--- src/design/sha_accel_pkg.sv ---
package sha_accel_pkg;

	// --------------------
	// core data-memory bus encodings

	// bus command
	typedef enum logic {
		MEM_CMD_RD = 1'b0,
		MEM_CMD_WR = 1'b1
	} mem_cmd_e;

	// access width
	typedef enum logic [1:0] {
		MEM_WIDTH_BYTE  = 2'b00,
		MEM_WIDTH_HWORD = 2'b01,
		MEM_WIDTH_WORD  = 2'b10
	} mem_width_e;

	// bus response
	typedef enum logic {
		MEM_RESP_NOTRDY = 1'b0,
		MEM_RESP_RDY_OK = 1'b1
	} mem_resp_e;

	// --------------------
	// data words

	typedef logic [31:0] word_t;

	// word index from address bits 8 to 2
	typedef logic [6:0] word_idx_t;

	// decoded register write with replicated data
	typedef struct packed {
		logic      en;
		word_idx_t idx;
		word_t     data;
	} bus_wr_t;

	// one message word seen whole or as bytes
	// byte 0 is the least significant
	typedef union packed {
		word_t           word;
		logic [3:0][7:0] bytes;
	} msg_word_u;

	// --------------------
	// register map in word indices

	localparam word_idx_t IDX_CTRL       = 7'd0;
	localparam word_idx_t IDX_STEP       = 7'd1;
	// 2 to 12 unused and read zero
	localparam word_idx_t IDX_MSG_BASE   = 7'd13;
	localparam word_idx_t IDX_SCHED_BASE = 7'd29;

	localparam int NUM_MSG_WORDS   = 16;
	localparam int NUM_SCHED_WORDS = 64;

	// --------------------
	// sigma rotate and shift amounts

	// small sigma0
	localparam logic [4:0] SIG0_ROT1 = 5'd7;
	localparam logic [4:0] SIG0_ROT2 = 5'd18;
	localparam logic [4:0] SIG0_SHR  = 5'd3;
	// small sigma1
	localparam logic [4:0] SIG1_ROT1 = 5'd17;
	localparam logic [4:0] SIG1_ROT2 = 5'd19;
	localparam logic [4:0] SIG1_SHR  = 5'd10;

endpackage : sha_accel_pkg

--- src/design/dmem_port.sv ---
`timescale 1ns/1ps

module dmem_port (
	input  logic                      clk,
	input  logic                      rst_n,
	// core side
	input  logic                      req,
	input  sha_accel_pkg::mem_cmd_e   cmd,
	input  sha_accel_pkg::mem_width_e width,
	input  logic [31:0]               addr,
	input  sha_accel_pkg::word_t      wdata,
	output logic                      req_ack,
	output sha_accel_pkg::word_t      rdata,
	output sha_accel_pkg::mem_resp_e  resp,
	// register side
	input  sha_accel_pkg::word_t      status,
	input  logic [15:0]               step_count,
	input  sha_accel_pkg::word_t      msg_rword,
	input  sha_accel_pkg::word_t      sched_rword,
	output sha_accel_pkg::bus_wr_t    wr,
	output sha_accel_pkg::word_idx_t  rd_idx
);

	logic                 rd_en;
	sha_accel_pkg::word_t wr_data;
	sha_accel_pkg::word_t rd_word;
	sha_accel_pkg::word_t rd_word_q;
	logic [1:0]           rd_shift_q;

	// --------------------
	// handshake

	// always ready with no back-pressure
	assign req_ack = 1'b1;

	// resp follows req by one cycle
	always_ff @(posedge clk or negedge rst_n) begin
		if (!rst_n) begin
			resp <= sha_accel_pkg::MEM_RESP_NOTRDY;
		end else if (req) begin
			resp <= sha_accel_pkg::MEM_RESP_RDY_OK;
		end else begin
			resp <= sha_accel_pkg::MEM_RESP_NOTRDY;
		end
	end

	// --------------------
	// write side

	// narrow writes replicate the low lane over the word
	always_comb begin
		case (width)
			sha_accel_pkg::MEM_WIDTH_BYTE:  wr_data = {4{wdata[7:0]}};
			sha_accel_pkg::MEM_WIDTH_HWORD: wr_data = {2{wdata[15:0]}};
			default:                        wr_data = wdata;
		endcase
	end

	assign wr.en   = req && (cmd == sha_accel_pkg::MEM_CMD_WR);
	assign wr.idx  = addr[8:2];
	assign wr.data = wr_data;

	// --------------------
	// read side

	assign rd_en  = req && (cmd == sha_accel_pkg::MEM_CMD_RD);
	assign rd_idx = addr[8:2];

	// units return zero outside their range so OR is enough
	always_comb begin
		case (rd_idx)
			sha_accel_pkg::IDX_CTRL: rd_word = status;
			sha_accel_pkg::IDX_STEP: rd_word = {16'b0, step_count};
			default:                 rd_word = msg_rword | sched_rword;
		endcase
	end

	// word and byte offset captured at the request edge
	always_ff @(posedge clk) begin
		if (rd_en) begin
			rd_word_q  <= rd_word;
			rd_shift_q <= addr[1:0];
		end
	end

	// shift right by 8 x offset
	assign rdata = rd_word_q >> {rd_shift_q, 3'b000};

endmodule : dmem_port

--- config.mk ---
export PLATFORM = sky130hd
export DESIGN_NAME = dmem_port
export DESIGN_NICKNAME = d
export VERILOG_FILES = /design/src/design/sha_accel_pkg.sv /design/src/design/dmem_port.sv
export SDC_FILE = /design/constraint.sdc
export NUM_CORES = 1
export LEC_CHECK = 0
export BUFFER_PORTS_ARGS = -buffer_cell sky130_fd_sc_hd__buf_2
export CORE_AREA = 2 2 102 104
export CTS_BUF_LIST = sky130_fd_sc_hd__clkbuf_8
export CTS_CLUSTER_SIZE = 24
export DETAILED_ROUTE_END_ITERATION = 6
export DIE_AREA = 0 0 104 106
export GPL_TIMING_DRIVEN = 0
export PLACE_DENSITY = 0.72
export SETUP_SLACK_MARGIN = 0.3
export SYNTH_ARGS = -nofsm -noshare
export SYNTH_HDL_FRONTEND = slang
export SYNTH_SLANG_ARGS = --single-unit
export TNS_END_PERCENT = 10
--- constraint.sdc ---
create_clock -name clk -period 2.3 [get_ports clk]
set_clock_uncertainty 0.05 [all_clocks]
set_input_delay 0.23 -clock clk [delete_from_list [all_inputs] [get_ports clk]]
set_output_delay 0.23 -clock clk [all_outputs]
set_load 0.05 [all_outputs]
==> impl_metrics.tcl <==
set metrics [dict create \
    initial_core_util_pct 28.69 \
    stdcell_count 676 \
    cp_max_fo 10 \
    hold_viol 0 \
    place_inst 665 \
    tightest_slew_ns 0.9833 \
    power_switching_uw 873.4 \
    synth-compound-area-share_pct 6.280 \
    critPathTopFamily "buffers and inverters" \
    period_share_pct 85.24 \
    fmax_mhz 510.1 \
    num_io_pins 263 \
    multi_input_area_sq_um 1567 \
    fin_crit_ns 1.961 \
    ys_seq_area_share_pct 36.46 \
    slew_viol_final 0 \
    critPathArrivalTime_ns 1.68 \
    gp_congestion 0.8173 \
    clkTransAtPathRegs_ns 0.07 \
    area.growth.synth_to_final_pct 53.73 \
    clkPwrFrac_pct 23.6 \
    antennaDiodeCount 0 \
    synth_nets 475 \
    drtAntennaViolNets 0 \
    intPower_uw 1391 \
    synthTopCellsByArea "edfxtp_1 (36%), mux2i_1 (25%), buf_4 (6.3%), mux2_2 (6.3%), nor2_1 (5.5%)" \
    cts-buffers-inserted 5 \
    synth_fa_ha_area_share_pct 0 \
    dr.pass1.iters 4 \
    die_area_sq_um 11020 \
    fp.dieW_um 104 \
    core-area_sq_um 10000 \
    start_kind "flip-flop" \
    slew_headroom_pct 34.31 \
    slowest_stage "edfxtp_1" \
    yosys.area_share.xor_xnor_pct 0 \
    rsz0062_at_grt "true" \
    power_uw 2265 \
    synth.distinct_cells 21 \
    vias_per_cell 4.522 \
    cts_tree "yes" \
    synth_area_per_cell_sq_um 9.792 \
    min_path_type "in2reg" \
    grtUsageTotal_pct 18.56 \
    ys_ff_latch 35 \
    synth_area_sq_um 2869 \
    final_common_cell "buf_2" \
    cts_max_path_buffers 2 \
    fp-row-count 37 \
    wl_per_cell_um 15.08 \
    antenna_found_initial 0 \
    syn_inst 293 \
    peakVddDrop_v 0.0002151 \
    cts_htree_levels 2 \
    grt_max_degree 35 \
    synth_top_area_share_pct 35.59 \
    grt_first_pass_wirelength_mm 16.22 \
    slowest_delay_ns 0.49 \
    drive_above_1_share_pct 56.48 \
    synth_top_family_by_area "multiplexers" \
    cp_cell_sequence "buf_6 > buf_4 > a211oi_1 > a21oi_1 > buf_4" \
    most-common-layout-cells "buf_2 (234), mux2i_1 (72), nor2_1 (41)" \
    critPathKind "reg2out" \
    yosysWarnings 0 \
    end_kind "output port" \
    io_buffers 236 \
    required_ns 2.02 \
    finalWirelength_mm 10.19 \
    cts-root-buf "clkbuf_8" \
    yosys.area.top_type "edfxtp_1" \
    grt_overflow 0 \
    fp.dieH_um 106 \
    finalSetupViolCount 0 \
    vias 3057 \
    grt_pass1_vias 3293 \
    layout.nets 721 \
    power_frac_seq_pct 34.1 \
    power.density_nw_per_um2 513.5 \
    fillCellCount 1015 \
    power.leakage_uw 0.002426 \
    switching_share_pct 38.56 \
    place_hpwl_mm 8.329 \
    cap_violations 0 \
    finalSetupTns_ns 0 \
    ff_latch_area_sq_um 1046 \
    yosys.area_share.simple_pct 16.09 \
    drc 0 \
    drtIter0Drc 167 \
    outcome "finished clean" \
    path_common_cell "buf_4" \
    cp_num_buf_inv 3 \
    cts_sinks 35 \
    synthMuxAreaShare_pct 31.40 \
    power.share.combinational_pct 42.2 \
]
## metal layers
| layer | routed length [um] | GRT usage [%] |
|---|---|---|
| met2 | 5502 | 37.83 |
| met5 | 0 | 0 |
| met4 | 111 | 4.440 |
| met3 | 815 | 4.476 |
| met1 | 3764 | 18.74 |
## timing repair
action / CTS / global route
hold buffers: 1 / 0
endpoints found under the setup margin: 22 / 31
setup buffers: 2 / 0
resized for setup: 9 / 15
hold endpoints to repair: 1 / 0
pin swaps: 0 / 0
## synthesized netlist by cell type (all sizes together)
master  number
nor4         1
clkbuf       5
and2         9
nor2b       10
mux2        16
mux2i       72
nand2b      16
buf         36
edfxtp      34
o21ai       16
a21oi        8
dfrtp        1
a211oi       8
conb         1
nand2       17
nor2        43
## sequential cells by signal, indices dropped and copies added, names as in the netlist
register and cells:
rd_word_q 32, resp 1, rd_shift_q 2
## kinds of logic (layout without fill, tap and decap cells)
kind of cell,after synthesis,after routing
other,1,1
buffers and inverters,41,288
muxes,88,88
and+or+nand+nor,96,96
DFF,35,35
AOI/OAI and AO/OA,32,32
## through the flow
| stage | hold slack, ns | setup WS (ns) | utilization, % | instance area, sq um |
|---|---|---|---|---|
| 6_report | 0.02785 | 0.3394 | 44.11 | 4410 |
| 5_1_grt | 0.01513 | 0.2321 | 44.11 | 4410 |
| 4_1_cts | 0.01399 | 0.2603 | 43.82 | 4382 |
| 3_5_place_dp | -0.04299 | 0.2183 | 42.28 | 4228 |
| 3_3_place_gp | -0.04447 | 0.1939 | 42.23 | 4223 |
| 2_1_floorplan | -0.1156 | 0.1357 | - | 2872 |
## power by group through the flow
stage	combinational [uW]	sequential [uW]	clock, uW
final	956	773	535
after detailed placement	941	788	0
after CTS	955	773	560
after floorplan	630	781	0
after global routing	1020	779	582
after global placement	926	786	0
## final cells by class
| class | instances | share of cell area, % |
|---|---|---|
| multi-input combinational | 217 | 35.52 |
| timing repair buffer | 239 | 27.74 |
| sequential | 35 | 23.72 |
| buffer | 41 | 6.723 |
| tap | 136 | 3.858 |
| clock buffer | 5 | 1.560 |
| clock inverter | 3 | 0.8794 |
## path summary, 6_finish.rpt
path                                         start              to  slack (ns)  cells past startpoint
min in group asynchronous                    rst_n  resp$_DFF_PN0_        0.20                      2
min                                            req  resp$_DFF_PN0_        0.03                      1
max                        rd_shift_q[1]$_DFFE_PP_        rdata[1]        0.34                      5
max in group asynchronous                    rst_n  resp$_DFF_PN0_        1.92                      2
Note: power is estimated with default switching activity, not from simulation.
