$ cat src/design/sha_accel_pkg.sv
package sha_accel_pkg;

	// --------------------
	// core data-memory bus encodings

	// bus command
	typedef enum logic {
		MEM_CMD_RD = 1'b0,
		MEM_CMD_WR = 1'b1
	} mem_cmd_e;

	// access width
	typedef enum logic [1:0] {
		MEM_WIDTH_BYTE  = 2'b00,
		MEM_WIDTH_HWORD = 2'b01,
		MEM_WIDTH_WORD  = 2'b10
	} mem_width_e;

	// bus response
	typedef enum logic {
		MEM_RESP_NOTRDY = 1'b0,
		MEM_RESP_RDY_OK = 1'b1
	} mem_resp_e;

	// --------------------
	// data words

	typedef logic [31:0] word_t;

	// word index from address bits 8 to 2
	typedef logic [6:0] word_idx_t;

	// decoded register write with replicated data
	typedef struct packed {
		logic      en;
		word_idx_t idx;
		word_t     data;
	} bus_wr_t;

	// one message word seen whole or as bytes
	// byte 0 is the least significant
	typedef union packed {
		word_t           word;
		logic [3:0][7:0] bytes;
	} msg_word_u;

	// --------------------
	// register map in word indices

	localparam word_idx_t IDX_CTRL       = 7'd0;
	localparam word_idx_t IDX_STEP       = 7'd1;
	// 2 to 12 unused and read zero
	localparam word_idx_t IDX_MSG_BASE   = 7'd13;
	localparam word_idx_t IDX_SCHED_BASE = 7'd29;

	localparam int NUM_MSG_WORDS   = 16;
	localparam int NUM_SCHED_WORDS = 64;

	// --------------------
	// sigma rotate and shift amounts

	// small sigma0
	localparam logic [4:0] SIG0_ROT1 = 5'd7;
	localparam logic [4:0] SIG0_ROT2 = 5'd18;
	localparam logic [4:0] SIG0_SHR  = 5'd3;
	// small sigma1
	localparam logic [4:0] SIG1_ROT1 = 5'd17;
	localparam logic [4:0] SIG1_ROT2 = 5'd19;
	localparam logic [4:0] SIG1_SHR  = 5'd10;

endpackage : sha_accel_pkg

$ cat src/design/msg_block_regs.sv
`timescale 1ns/1ps

module msg_block_regs (
	input  logic                     clk,
	input  logic                     rst_n,
	input  sha_accel_pkg::bus_wr_t   wr,
	input  sha_accel_pkg::word_idx_t rd_idx,
	output sha_accel_pkg::word_t     block [sha_accel_pkg::NUM_MSG_WORDS],
	output sha_accel_pkg::word_t     rword
);

	sha_accel_pkg::word_idx_t wr_off;
	sha_accel_pkg::word_idx_t rd_off;
	logic                     wr_hit;
	logic                     rd_hit;

	// offsets below the base wrap high
	// so one compare checks both ends
	assign wr_off = wr.idx - sha_accel_pkg::IDX_MSG_BASE;
	assign rd_off = rd_idx - sha_accel_pkg::IDX_MSG_BASE;
	assign wr_hit = wr.en && (wr_off < 7'(sha_accel_pkg::NUM_MSG_WORDS));
	assign rd_hit = rd_off < 7'(sha_accel_pkg::NUM_MSG_WORDS);

	// block words cleared by reset
	always_ff @(posedge clk or negedge rst_n) begin
		if (!rst_n) begin
			for (int i = 0; i < sha_accel_pkg::NUM_MSG_WORDS; i++) begin
				block[i] <= '0;
			end
		end else if (wr_hit) begin
			block[wr_off[3:0]] <= wr.data;
		end
	end

	// zero when not ours
	assign rword = rd_hit ? block[rd_off[3:0]] : '0;

endmodule : msg_block_regs

$ cat config.mk
export PLATFORM = sky130hd
export DESIGN_NAME = msg_block_regs
export DESIGN_NICKNAME = d
export VERILOG_FILES = /design/src/design/sha_accel_pkg.sv /design/src/design/msg_block_regs.sv
export SDC_FILE = /design/constraint.sdc
export NUM_CORES = 1
export LEC_CHECK = 0
export BUFFER_PORTS_ARGS = -buffer_cell sky130_fd_sc_hd__buf_4
export CAP_MARGIN = 25
export CORE_MARGIN = 1.5
export CORE_UTILIZATION = 43
export CTS_BUF_LIST = sky130_fd_sc_hd__clkbuf_8
export DETAILED_ROUTE_END_ITERATION = 8
export GPL_TIMING_DRIVEN = 0
export PLACE_DENSITY = 0.64
export SLEW_MARGIN = 0
export SYNTH_ARGS = -nofsm -noshare
export SYNTH_HDL_FRONTEND = slang
export SYNTH_SLANG_ARGS = --single-unit
$ cat constraint.sdc
create_clock -name clk -period 3.8 [get_ports clk]
set_input_delay 0.57 -clock clk [delete_from_list [all_inputs] [get_ports clk]]
set_output_delay 0.57 -clock clk [all_outputs]
set_load 0.005 [all_outputs]
==> impl_metrics.py, run 1 <==
metrics = {
    "detailed_routing": {
        "drt_wl_total_um": 90400,
        "avgViaCountPerCell": 5.72,
        "vias": 16359,
        "drt_pass1_iterations": 5,
        "routedWlPerCell_um": 31.6,
        "first_iter_violations": 1037,
        "final_antenna_net_count": 0,
        "drc_errors": 0,
    },
    "finish": {
        "area_growth_pct": 31.2,
        "layout_commonest_cell": "buf_4",
        "layout.cells.non_filler": 2862,
        "stdcell_area_mm2": 0.0307,
        "top_regs": "block: 512 flops",
        "drive_gt1_share_pct": 66.2,
        "fin_nets": 2159,
        "final_cell_mix": "buf_4 (608), dfrtp_1 (512), mux2_2 (474)",
        "regMostFlops": "block",
        "largest_reg_flops": 512,
    },
    "global_routing": {
        "grt_usage_pct": 32.4,
        "grt_max_degree": 123,
        "grt.overflow.total": 0,
        "grt_pass1_wl_um": 128000,
        "grt_pass1_vias": 17537,
        "grt_antenna_before_repair": 5,
    },
    "hold_path": {
        "min_path_type": "input port to flip-flop",
    },
    "yosys": {
        "yosysWarningCount": 0,
        "ys_ff_latch": 512,
        "synth_top_cell_by_area": "dfrtp_1",
        "synth_cell_types": 35,
        "synth_xor_area_share_pct": 0.145,
        "synth_top_area_share_pct": 54.8,
        "synth_area_leaders": "dfrtp_1 (55%), mux2_2 (23%), mux4_2 (12%)",
        "avgSynthCellArea_um2": 16.5,
        "muxShareOfSynthArea_pct": 39.7,
        "syn-num-nets": 1465,
        "netlist_area_mm2": 0.0234,
        "synthSimpleGateAreaFrac_pct": 0.974,
        "yosys.area_share.adder_pct": 0.0535,
        "synthCells": 1415,
        "synth_compound_area_share_pct": 1.33,
        "synth_seq_area_share_pct": 54.8,
        "synth_top_family_by_area": "multiplexers",
    },
    "run": {
        "drv_cap": 0,
    },
    "setup_path": {
        "worst_path_max_delay_cell": "mux4_2",
        "worst-path-max-fanout": 10,
        "worst_ep_required_time_ns": 3.23,
        "cp_cell_sequence": "buf_2 > buf_6 > buf_8 > inv_1 > ha_1 > buf_4 > clkbuf_2 > buf_8 > mux4_2 > mux2i_1 > o22ai_1 > buf_4",
        "startpoint_type": "input port",
        "worstPathArrival_ns": 3.12,
        "critPathMaxStageDelay_ns": 0.31,
        "crit_type": "input port to output pin",
        "endpoint_kind": "output pin",
    },
    "clock_network": {
        "clock-sinks": 512,
        "numCtsBuffers": 89,
        "clk_latency_ns": 0.67,
        "path_clk_slew_ns": 0.06,
        "clock-root-buffer": "clkbuf_8",
        "h-tree-depth": 3,
        "cts_buffer_depth": 3,
        "cts_tree": "yes",
    },
    "placement": {
        "dp_cells": 2710,
        "gp_congestion": 0.865,
        "place_hpwl_um": 63000,
        "pre_cts_ws_ns": -0.772,
        "place_area_mm2": 0.0289,
        "port_buffers": 591,
    },
    "floorplanning": {
        "die_w_um": 236,
        "pin_count": 593,
        "die-height_um": 236,
        "die_area_mm2": 0.0558,
        "num_rows": 85,
        "core_area_mm2": 0.0538,
        "start_util_pct": 43.4,
    },
    "run_status": {
        "status": "completed",
    },
    "power_and_ir_drop": {
        "powerDensity_mw_per_mm2": 439,
        "irDropWorstVdd_mv": 0.326,
        "p_leak_uw": 0.0157,
    },
    "timing": {
        "finalSetupViolations": 0,
        "hold_viol": 0,
        "period_needed_ns": 3.69,
        "fmaxAchievable_mhz": 271,
        "skew_ns": 0,
        "fin_crit_sh_pct": 97.0,
        "rsz0062_at_grt": "no",
        "maxSlewHeadroom_pct": 54.8,
        "worst_pin_slew_ns": 0.678,
        "setup_slack_ns": 0.115,
        "slew_violations": 0,
    },
}
-- final cells by class --
cell class	count	area [µm²]
tap	696	871
clock inverter	35	145
sequential	512	12800
inverter	3	11.3
clock buffer	110	1510
buffer	123	738
multi-input combinational	777	9910
antenna	3	7.51
timing repair buffer	603	4660
fill	4458	23100
-- logic make-up after synthesis --
| group | Yosys count |
|---|---|
| compound gates | 35 |
| simple gates | 34 |
| buf+inv | 126 |
| xor+xnor | 3 |
| fa+ha+maj | 1 |
| flops | 512 |
| mux | 704 |
-- through the flow --
stage / TNS (ns) / hold WS [ns] / util (%) / total power (µW)
2_1_floorplan: 0 / 0.274 / - / 7240
3_3_place_gp: -1684.73 / 0.496 / 53.3 / 8610
3_5_place_dp: -20.70 / 0.500 / 53.6 / 8690
4_1_cts: 0 / 0.113 / 56.9 / 13600
5_1_grt: 0 / 0.139 / 57.0 / 14000
6_report: 0 / 0.157 / 57.0 / 13500
-- worst max-delay path, delay by kind of cell --
family                     cells  cell delay, ns
adders and majority gates      1            0.30
muxes                          2            0.48
buffers and inverters          8            1.63
AOI/OAI and AO/OA              1            0.13
-- layer usage --
metal  global-route usage (%)  part of all wire [%]
met1                     39.5                    39
met4                     11.8                   3.5
met2                     53.8                    50
met3                     10.5                   8.1
met5                        0                 0.030
-- report_power, final --
group	switching (µW)	internal (µW)
Sequential	400	5910
Combinational	1030	1270
Clock	2280	2570
-- synth_stat cells --
cell type / number
nor2_1: 4
nand2_1: 10
buf_4: 12
and3b_1: 1
buf_2: 54
o22ai_2: 10
mux4_2: 128
nor2b_1: 4
nand2b_1: 2
and4bb_2: 1
ha_1: 1
nor2_4: 3
nor3_4: 1
mux2_1: 38
inv_1: 3
o311ai_2: 1
nand3b_1: 1
nor4b_1: 1
clkbuf_1: 43
mux2i_1: 64
xnor2_1: 1
nor3_2: 1
buf_1: 1
nand4bb_1: 1
buf_6: 13
mux2_2: 474
dfrtp_1: 512
nand3_1: 2
xor2_2: 1
o311ai_4: 1
nor4_2: 1
or2_1: 1
xor2_1: 1
o22ai_1: 22
o21ai_0: 1
-- timing repair --
item,in CTS,in global routing
buffers inserted,3,0
hold buffers,1,0
gates resized for setup,32,7
setup endpoints to repair,32,31
pin swaps,2,0
endpoints found under the hold margin,62,0
-- path summary, 6_finish.rpt --
path                            startpoint          to  slack [ns]  cells after the start
worst max-delay path             rd_idx[0]   rword[16]        0.11                     12
worst min-delay path                 wr[6]  block[294]        0.16                      2
worst max register to register  block[110]  block[110]        2.94                      1
worst min register to register  block[165]  block[165]        0.52                      1
max in group asynchronous            rst_n  block[247]        1.74                      4
min in group asynchronous            rst_n  block[105]        0.43                      2
No activity file was read; power rests on OpenSTA's default activity.
==> run 2, diff against run 1 <==
--- a/config.mk
+++ b/config.mk
@@ -12,7 +12,7 @@
 export CTS_BUF_LIST = sky130_fd_sc_hd__clkbuf_8
 export DETAILED_ROUTE_END_ITERATION = 8
 export GPL_TIMING_DRIVEN = 0
-export PLACE_DENSITY = 0.64
+export PLACE_DENSITY = 0.67
 export SLEW_MARGIN = 0
 export SYNTH_ARGS = -nofsm -noshare
 export SYNTH_HDL_FRONTEND = slang
==> impl_metrics.py, run 2 (synthesized netlist as in run 1, its figures left out) <==
metrics = {
    "global_routing": {
        "grt_usage_pct": 32.4,
        "grt_pass1_wl_um": 128000,
        "grt_max_degree": 126,
        "gr-usage-met2_pct": 52.6,
        "grt.overflow.total": 0,
        "top_usage_layer": "met2",
        "grt_antenna_before_repair": 5,
        "grt_pass1_vias": 17241,
        "grt_util_met1_pct": 40.9,
        "groute.layer.met3.usage_pct": 10.1,
    },
    "run": {
        "drv_cap": 0,
    },
    "finish": {
        "layout.cells.non_filler": 2851,
        "top_regs": "block: 512 flops",
        "largest_reg_flops": 512,
        "seqCellArea_mm2": 0.0128,
        "final.fill_count": 4430,
        "multi_input_area_mm2": 0.00993,
        "drive_gt1_share_pct": 66.4,
        "regMostFlops": "block",
        "fin_nets": 2158,
        "layout_commonest_cell": "buf_4",
        "final_cell_mix": "buf_4 (612), dfrtp_1 (512), mux2_2 (474)",
        "area_growth_pct": 31.0,
    },
    "floorplanning": {
        "pin_count": 593,
        "die-height_um": 236,
        "num_rows": 85,
        "die_area_mm2": 0.0558,
        "start_util_pct": 43.4,
        "die_w_um": 236,
        "core_area_mm2": 0.0538,
    },
    "run_status": {
        "status": "completed",
    },
    "detailed_routing": {
        "drc_errors": 0,
        "drt_pass1_iterations": 5,
        "first_iter_violations": 1061,
        "drt_wl_total_um": 90600,
        "final_antenna_net_count": 0,
        "vias": 16439,
        "routedWlPerCell_um": 31.8,
        "avgViaCountPerCell": 5.77,
    },
    "placement": {
        "port_buffers": 591,
        "place_hpwl_um": 62800,
        "gp_congestion": 0.864,
        "dp_cells": 2711,
    },
    "clock_network": {
        "cts_buffer_depth": 3,
        "clock-root-buffer": "clkbuf_8",
        "clock-sinks": 512,
        "h-tree-depth": 3,
        "path_clk_slew_ns": 0.06,
        "numCtsBuffers": 86,
        "cts_tree": "yes",
        "clk_latency_ns": 0.68,
    },
    "setup_path": {
        "worstPathArrival_ns": 3.13,
        "worst_ep_required_time_ns": 3.23,
        "crit_type": "input port to output pin",
        "worst-path-max-fanout": 10,
        "startpoint_type": "input port",
        "endpoint_kind": "output pin",
    },
    "hold_path": {
        "min_path_type": "input port to flip-flop",
    },
    "timing": {
        "skew_ns": 0,
        "rsz0062_at_grt": "no",
        "period_needed_ns": 3.70,
        "finalSetupViolations": 0,
        "hold_viol": 0,
        "setup_tns_ns": 0,
        "fmaxAchievable_mhz": 270,
        "maxSlewHeadroom_pct": 48.2,
        "fin_crit_sh_pct": 97.3,
        "slew_violations": 0,
        "worst_pin_slew_ns": 0.766,
    },
    "power_and_ir_drop": {
        "p_leak_uw": 0.0157,
        "powerDensity_mw_per_mm2": 433,
        "irDropWorstVdd_mv": 0.315,
    },
}
run 2: through the flow:
stage	utilization [%]	power (µW)	instance area, µm²	worst slack [ns]	hold WS (ns)
3_3_place_gp	53.3	8600	28700	-3.30	0.493
3_5_place_dp	53.7	8690	28900	-0.875	0.509
4_1_cts	56.8	13300	30600	0.00626	0.112
6_report	56.9	13200	30600	0.101	0.165
5_1_grt	56.9	13800	30600	0.0416	0.124
2_1_floorplan	-	7240	23400	0.627	0.274
run 2: per-layer routing:
layer / routed length (µm) / vias to the layer above
met1: 36200 / 8828
met2: 44300 / 726
met4: 2780 / 6
met3: 7290 / 164
met5: 36 / -
li1: - / 6715
run 2: path summary, 6_finish.rpt:
kind / cells after the start / end / startpoint / slack, ns
min in group asynchronous: 2 / block[265] / rst_n / 0.45
setup / recovery: 13 / rword[22] / rd_idx[0] / 0.10
setup reg to reg: 1 / block[109] / block[109] / 2.94
max in group asynchronous: 4 / block[347] / rst_n / 1.77
hold / removal: 2 / block[45] / wr[13] / 0.17
hold reg to reg: 1 / block[166] / block[166] / 0.52
run 2: layout make-up:
type / instances / area share, %
Antenna cell: 2 / 0.0163
Sequential cell: 512 / 41.9
Buffer: 123 / 2.47
Tap cell: 696 / 2.84
Timing Repair Buffer: 605 / 15.3
Multi-Input combinational cell: 777 / 32.4
Clock inverter: 31 / 0.437
Inverter: 3 / 0.0368
Clock buffer: 102 / 4.59
run 2: timing repair:
| item | in CTS | in global routing |
|---|---|---|
| buffers inserted | 3 | 1 |
| endpoints found under the hold margin | 69 | 0 |
| pin swaps | 2 | 1 |
| endpoints found under the setup margin | 32 | 32 |
| resized for setup | 36 | 10 |
| hold buffers | 1 | 0 |
run 2: where the power goes:
group | internal (µW) | switching, µW | total (µW)
sequential | 5900 | 406 | 6310
clock | 2390 | 2240 | 4630
combinational | 1280 | 1030 | 2310
total | 9570 | 3680 | 13200
run 2: critical path, stage by stage:
cell	delay, ns
buf_2	0.19
buf_12	0.20
buf_12	0.18
inv_1	0.06
ha_1	0.26
nand3b_1	0.27
nor4_4	0.30
buf_4	0.18
o311ai_4	0.11
buf_12	0.16
buf_6	0.16
o22ai_1	0.28
buf_4	0.17
==> run 3, diff against run 2 <==
--- a/config.mk
+++ b/config.mk
@@ -8,11 +8,10 @@
 export BUFFER_PORTS_ARGS = -buffer_cell sky130_fd_sc_hd__buf_4
 export CAP_MARGIN = 25
 export CORE_MARGIN = 1.5
-export CORE_UTILIZATION = 43
+export CORE_UTILIZATION = 41
 export CTS_BUF_LIST = sky130_fd_sc_hd__clkbuf_8
 export DETAILED_ROUTE_END_ITERATION = 8
 export GPL_TIMING_DRIVEN = 0
-export PLACE_DENSITY = 0.67
 export SLEW_MARGIN = 0
 export SYNTH_ARGS = -nofsm -noshare
 export SYNTH_HDL_FRONTEND = slang
==> impl_metrics.py, run 3 (synthesized netlist as in run 1, its figures left out) <==
metrics = {
    "placement": {
        "place_hpwl_um": 64800,
        "port_buffers": 591,
        "gp_congestion": 0.832,
        "dp_cells": 2772,
    },
    "timing": {
        "skew_ns": 0,
        "period_needed_ns": 3.72,
        "holdWs_ns": 0.166,
        "hold_viol": 0,
        "fmaxAchievable_mhz": 269,
        "fin_crit_sh_pct": 98.0,
        "slew_violations": 0,
        "worst_pin_slew_ns": 1.13,
        "finalSetupViolations": 0,
        "maxSlewHeadroom_pct": 23.6,
    },
    "setup_path": {
        "crit_top_cell": "buf_4",
        "worst-path-max-fanout": 10,
        "crit_type": "input port to output pin",
        "worstPathArrival_ns": 3.15,
        "worst_ep_required_time_ns": 3.23,
        "critPathMaxStageDelay_ns": 0.27,
        "cp_cell_sequence": "buf_2 > buf_12 > buf_8 > inv_1 > ha_1 > nand3b_1 > nor4_4 > buf_4 > o311ai_4 > buf_4 > buf_6 > o22ai_1 > buf_4",
        "worst_path_max_delay_cell": "ha_1",
        "r2r_setup_slack_ns": 2.90,
        "startpoint_type": "input port",
        "endpoint_kind": "output pin",
    },
    "detailed_routing": {
        "first_iter_violations": 1070,
        "vias": 16407,
        "routedWlPerCell_um": 31.2,
        "drc_errors": 0,
        "drt_pass1_iterations": 7,
        "avgViaCountPerCell": 5.58,
        "drt_wl_total_um": 91800,
        "final_antenna_net_count": 0,
    },
    "global_routing": {
        "grt_usage_pct": 31.3,
        "grt_pass1_wl_um": 130000,
        "grt_max_degree": 117,
        "grt.overflow.total": 0,
        "grt_antenna_before_repair": 2,
        "grt_pass1_vias": 17357,
    },
    "finish": {
        "layout_commonest_cell": "buf_4",
        "regMostFlops": "block",
        "top_regs": "block: 512 flops",
        "layout.cells.non_filler": 2941,
        "area_growth_pct": 32.6,
        "final.fill_count": 4886,
        "drive_gt1_share_pct": 66.3,
        "fin_nets": 2164,
        "largest_reg_flops": 512,
        "final_cell_mix": "buf_4 (615), dfrtp_1 (512), mux2_2 (474)",
    },
    "clock_network": {
        "clock-sinks": 512,
        "cts_tree": "yes",
        "clock-root-buffer": "clkbuf_8",
        "h-tree-depth": 3,
        "clk_latency_ns": 0.67,
        "cts_buffer_depth": 3,
        "path_clk_slew_ns": 0.06,
        "numCtsBuffers": 90,
    },
    "power_and_ir_drop": {
        "powerDensity_mw_per_mm2": 447,
        "irDropWorstVdd_mv": 0.266,
        "p_leak_uw": 0.0159,
    },
    "run": {
        "drv_cap": 0,
    },
    "floorplanning": {
        "die_w_um": 242,
        "die_area_mm2": 0.0584,
        "pin_count": 593,
        "start_util_pct": 41.4,
        "num_rows": 87,
        "die-height_um": 242,
        "core_area_mm2": 0.0564,
    },
    "run_status": {
        "status": "completed",
    },
    "hold_path": {
        "min_path_type": "input port to flip-flop",
    },
}
## run 3: changes by cell type in the layout (fill, tap and decap cells not counted), sizes merged
cell,delta
clkbuf,+16
clkinvlp,-1
clkinv,+4
diode,-1
bufinv,+2
buf,-1
inv,+11
## run 3: what timing repair did
item / 4_1_cts / 5_1_grt
pin swaps: 2 / 1
endpoints found under the hold margin: 65 / 0
resized for setup: 39 / 7
buffers inserted: 4 / 1
endpoints found under the setup margin: 32 / 32
hold buffers: 1 / 0
## run 3: routing by layer
layer	vias to the layer above	part of all wire [%]	wire, µm	global-route usage (%)
met4	2	3.4	3110	10.7
li1	6772	-	-	-
met5	-	0.014	13	0
met1	8834	41	37500	40.2
met3	170	7.5	6860	9.49
met2	629	48	44300	50.6
## run 3: final timing paths
kind	from	endpoint	depth (start not counted)
setup / recovery	rd_idx[0]	rword[26]	13
hold / removal	wr[8]	block[168]	2
setup reg to reg	block[63]	block[63]	1
hold reg to reg	block[246]	block[246]	1
max in group asynchronous	rst_n	block[503]	4
min in group asynchronous	rst_n	block[425]	2
## run 3: critical path: cells and delay by family
| kind | cells | cell delay (ns) |
|---|---|---|
| AOI/OAI and AO/OA | 2 | 0.37 |
| buffers and inverters | 8 | 1.40 |
| and+or+nand+nor | 2 | 0.53 |
| adders and majority gates | 1 | 0.27 |
## run 3: cell type report
cell class / instances / area (µm²) / area share, %
Sequential cell: 512 / 12800 / 41.4
Multi-Input combinational cell: 777 / 9910 / 32.0
Timing Repair Buffer: 607 / 4700 / 15.2
Clock buffer: 115 / 1580 / 5.11
Tap cell: 756 / 946 / 3.05
Buffer: 123 / 756 / 2.44
Clock inverter: 47 / 260 / 0.840
Inverter: 3 / 11.3 / 0.0363
Antenna cell: 1 / 2.50 / 0.00808
## run 3: per-stage QoR
stage / total power, µW / setup TNS, ns / util, % / setup WS [ns] / instance area (µm²)
after floorplan: 7240 / 0 / - / 0.627 / 23400
after global placement: 8630 / -1731.49 / 51.0 / -3.42 / 28800
after detailed placement: 8700 / -21.47 / 51.4 / -0.746 / 29000
after CTS: 13900 / 0 / 54.9 / 0.0197 / 31000
after global routing: 14400 / -0.00254 / 55.0 / -0.00254 / 31000
final: 13800 / 0 / 55.0 / 0.0766 / 31000
## run 3: where the power goes
part / switching (µW) / internal (µW) / leakage (µW) / total (µW)
clock: 2370 / 2850 / 0.00107 / 5220
combinational: 1040 / 1280 / 0.00782 / 2320
sequential: 402 / 5900 / 0.00697 / 6310
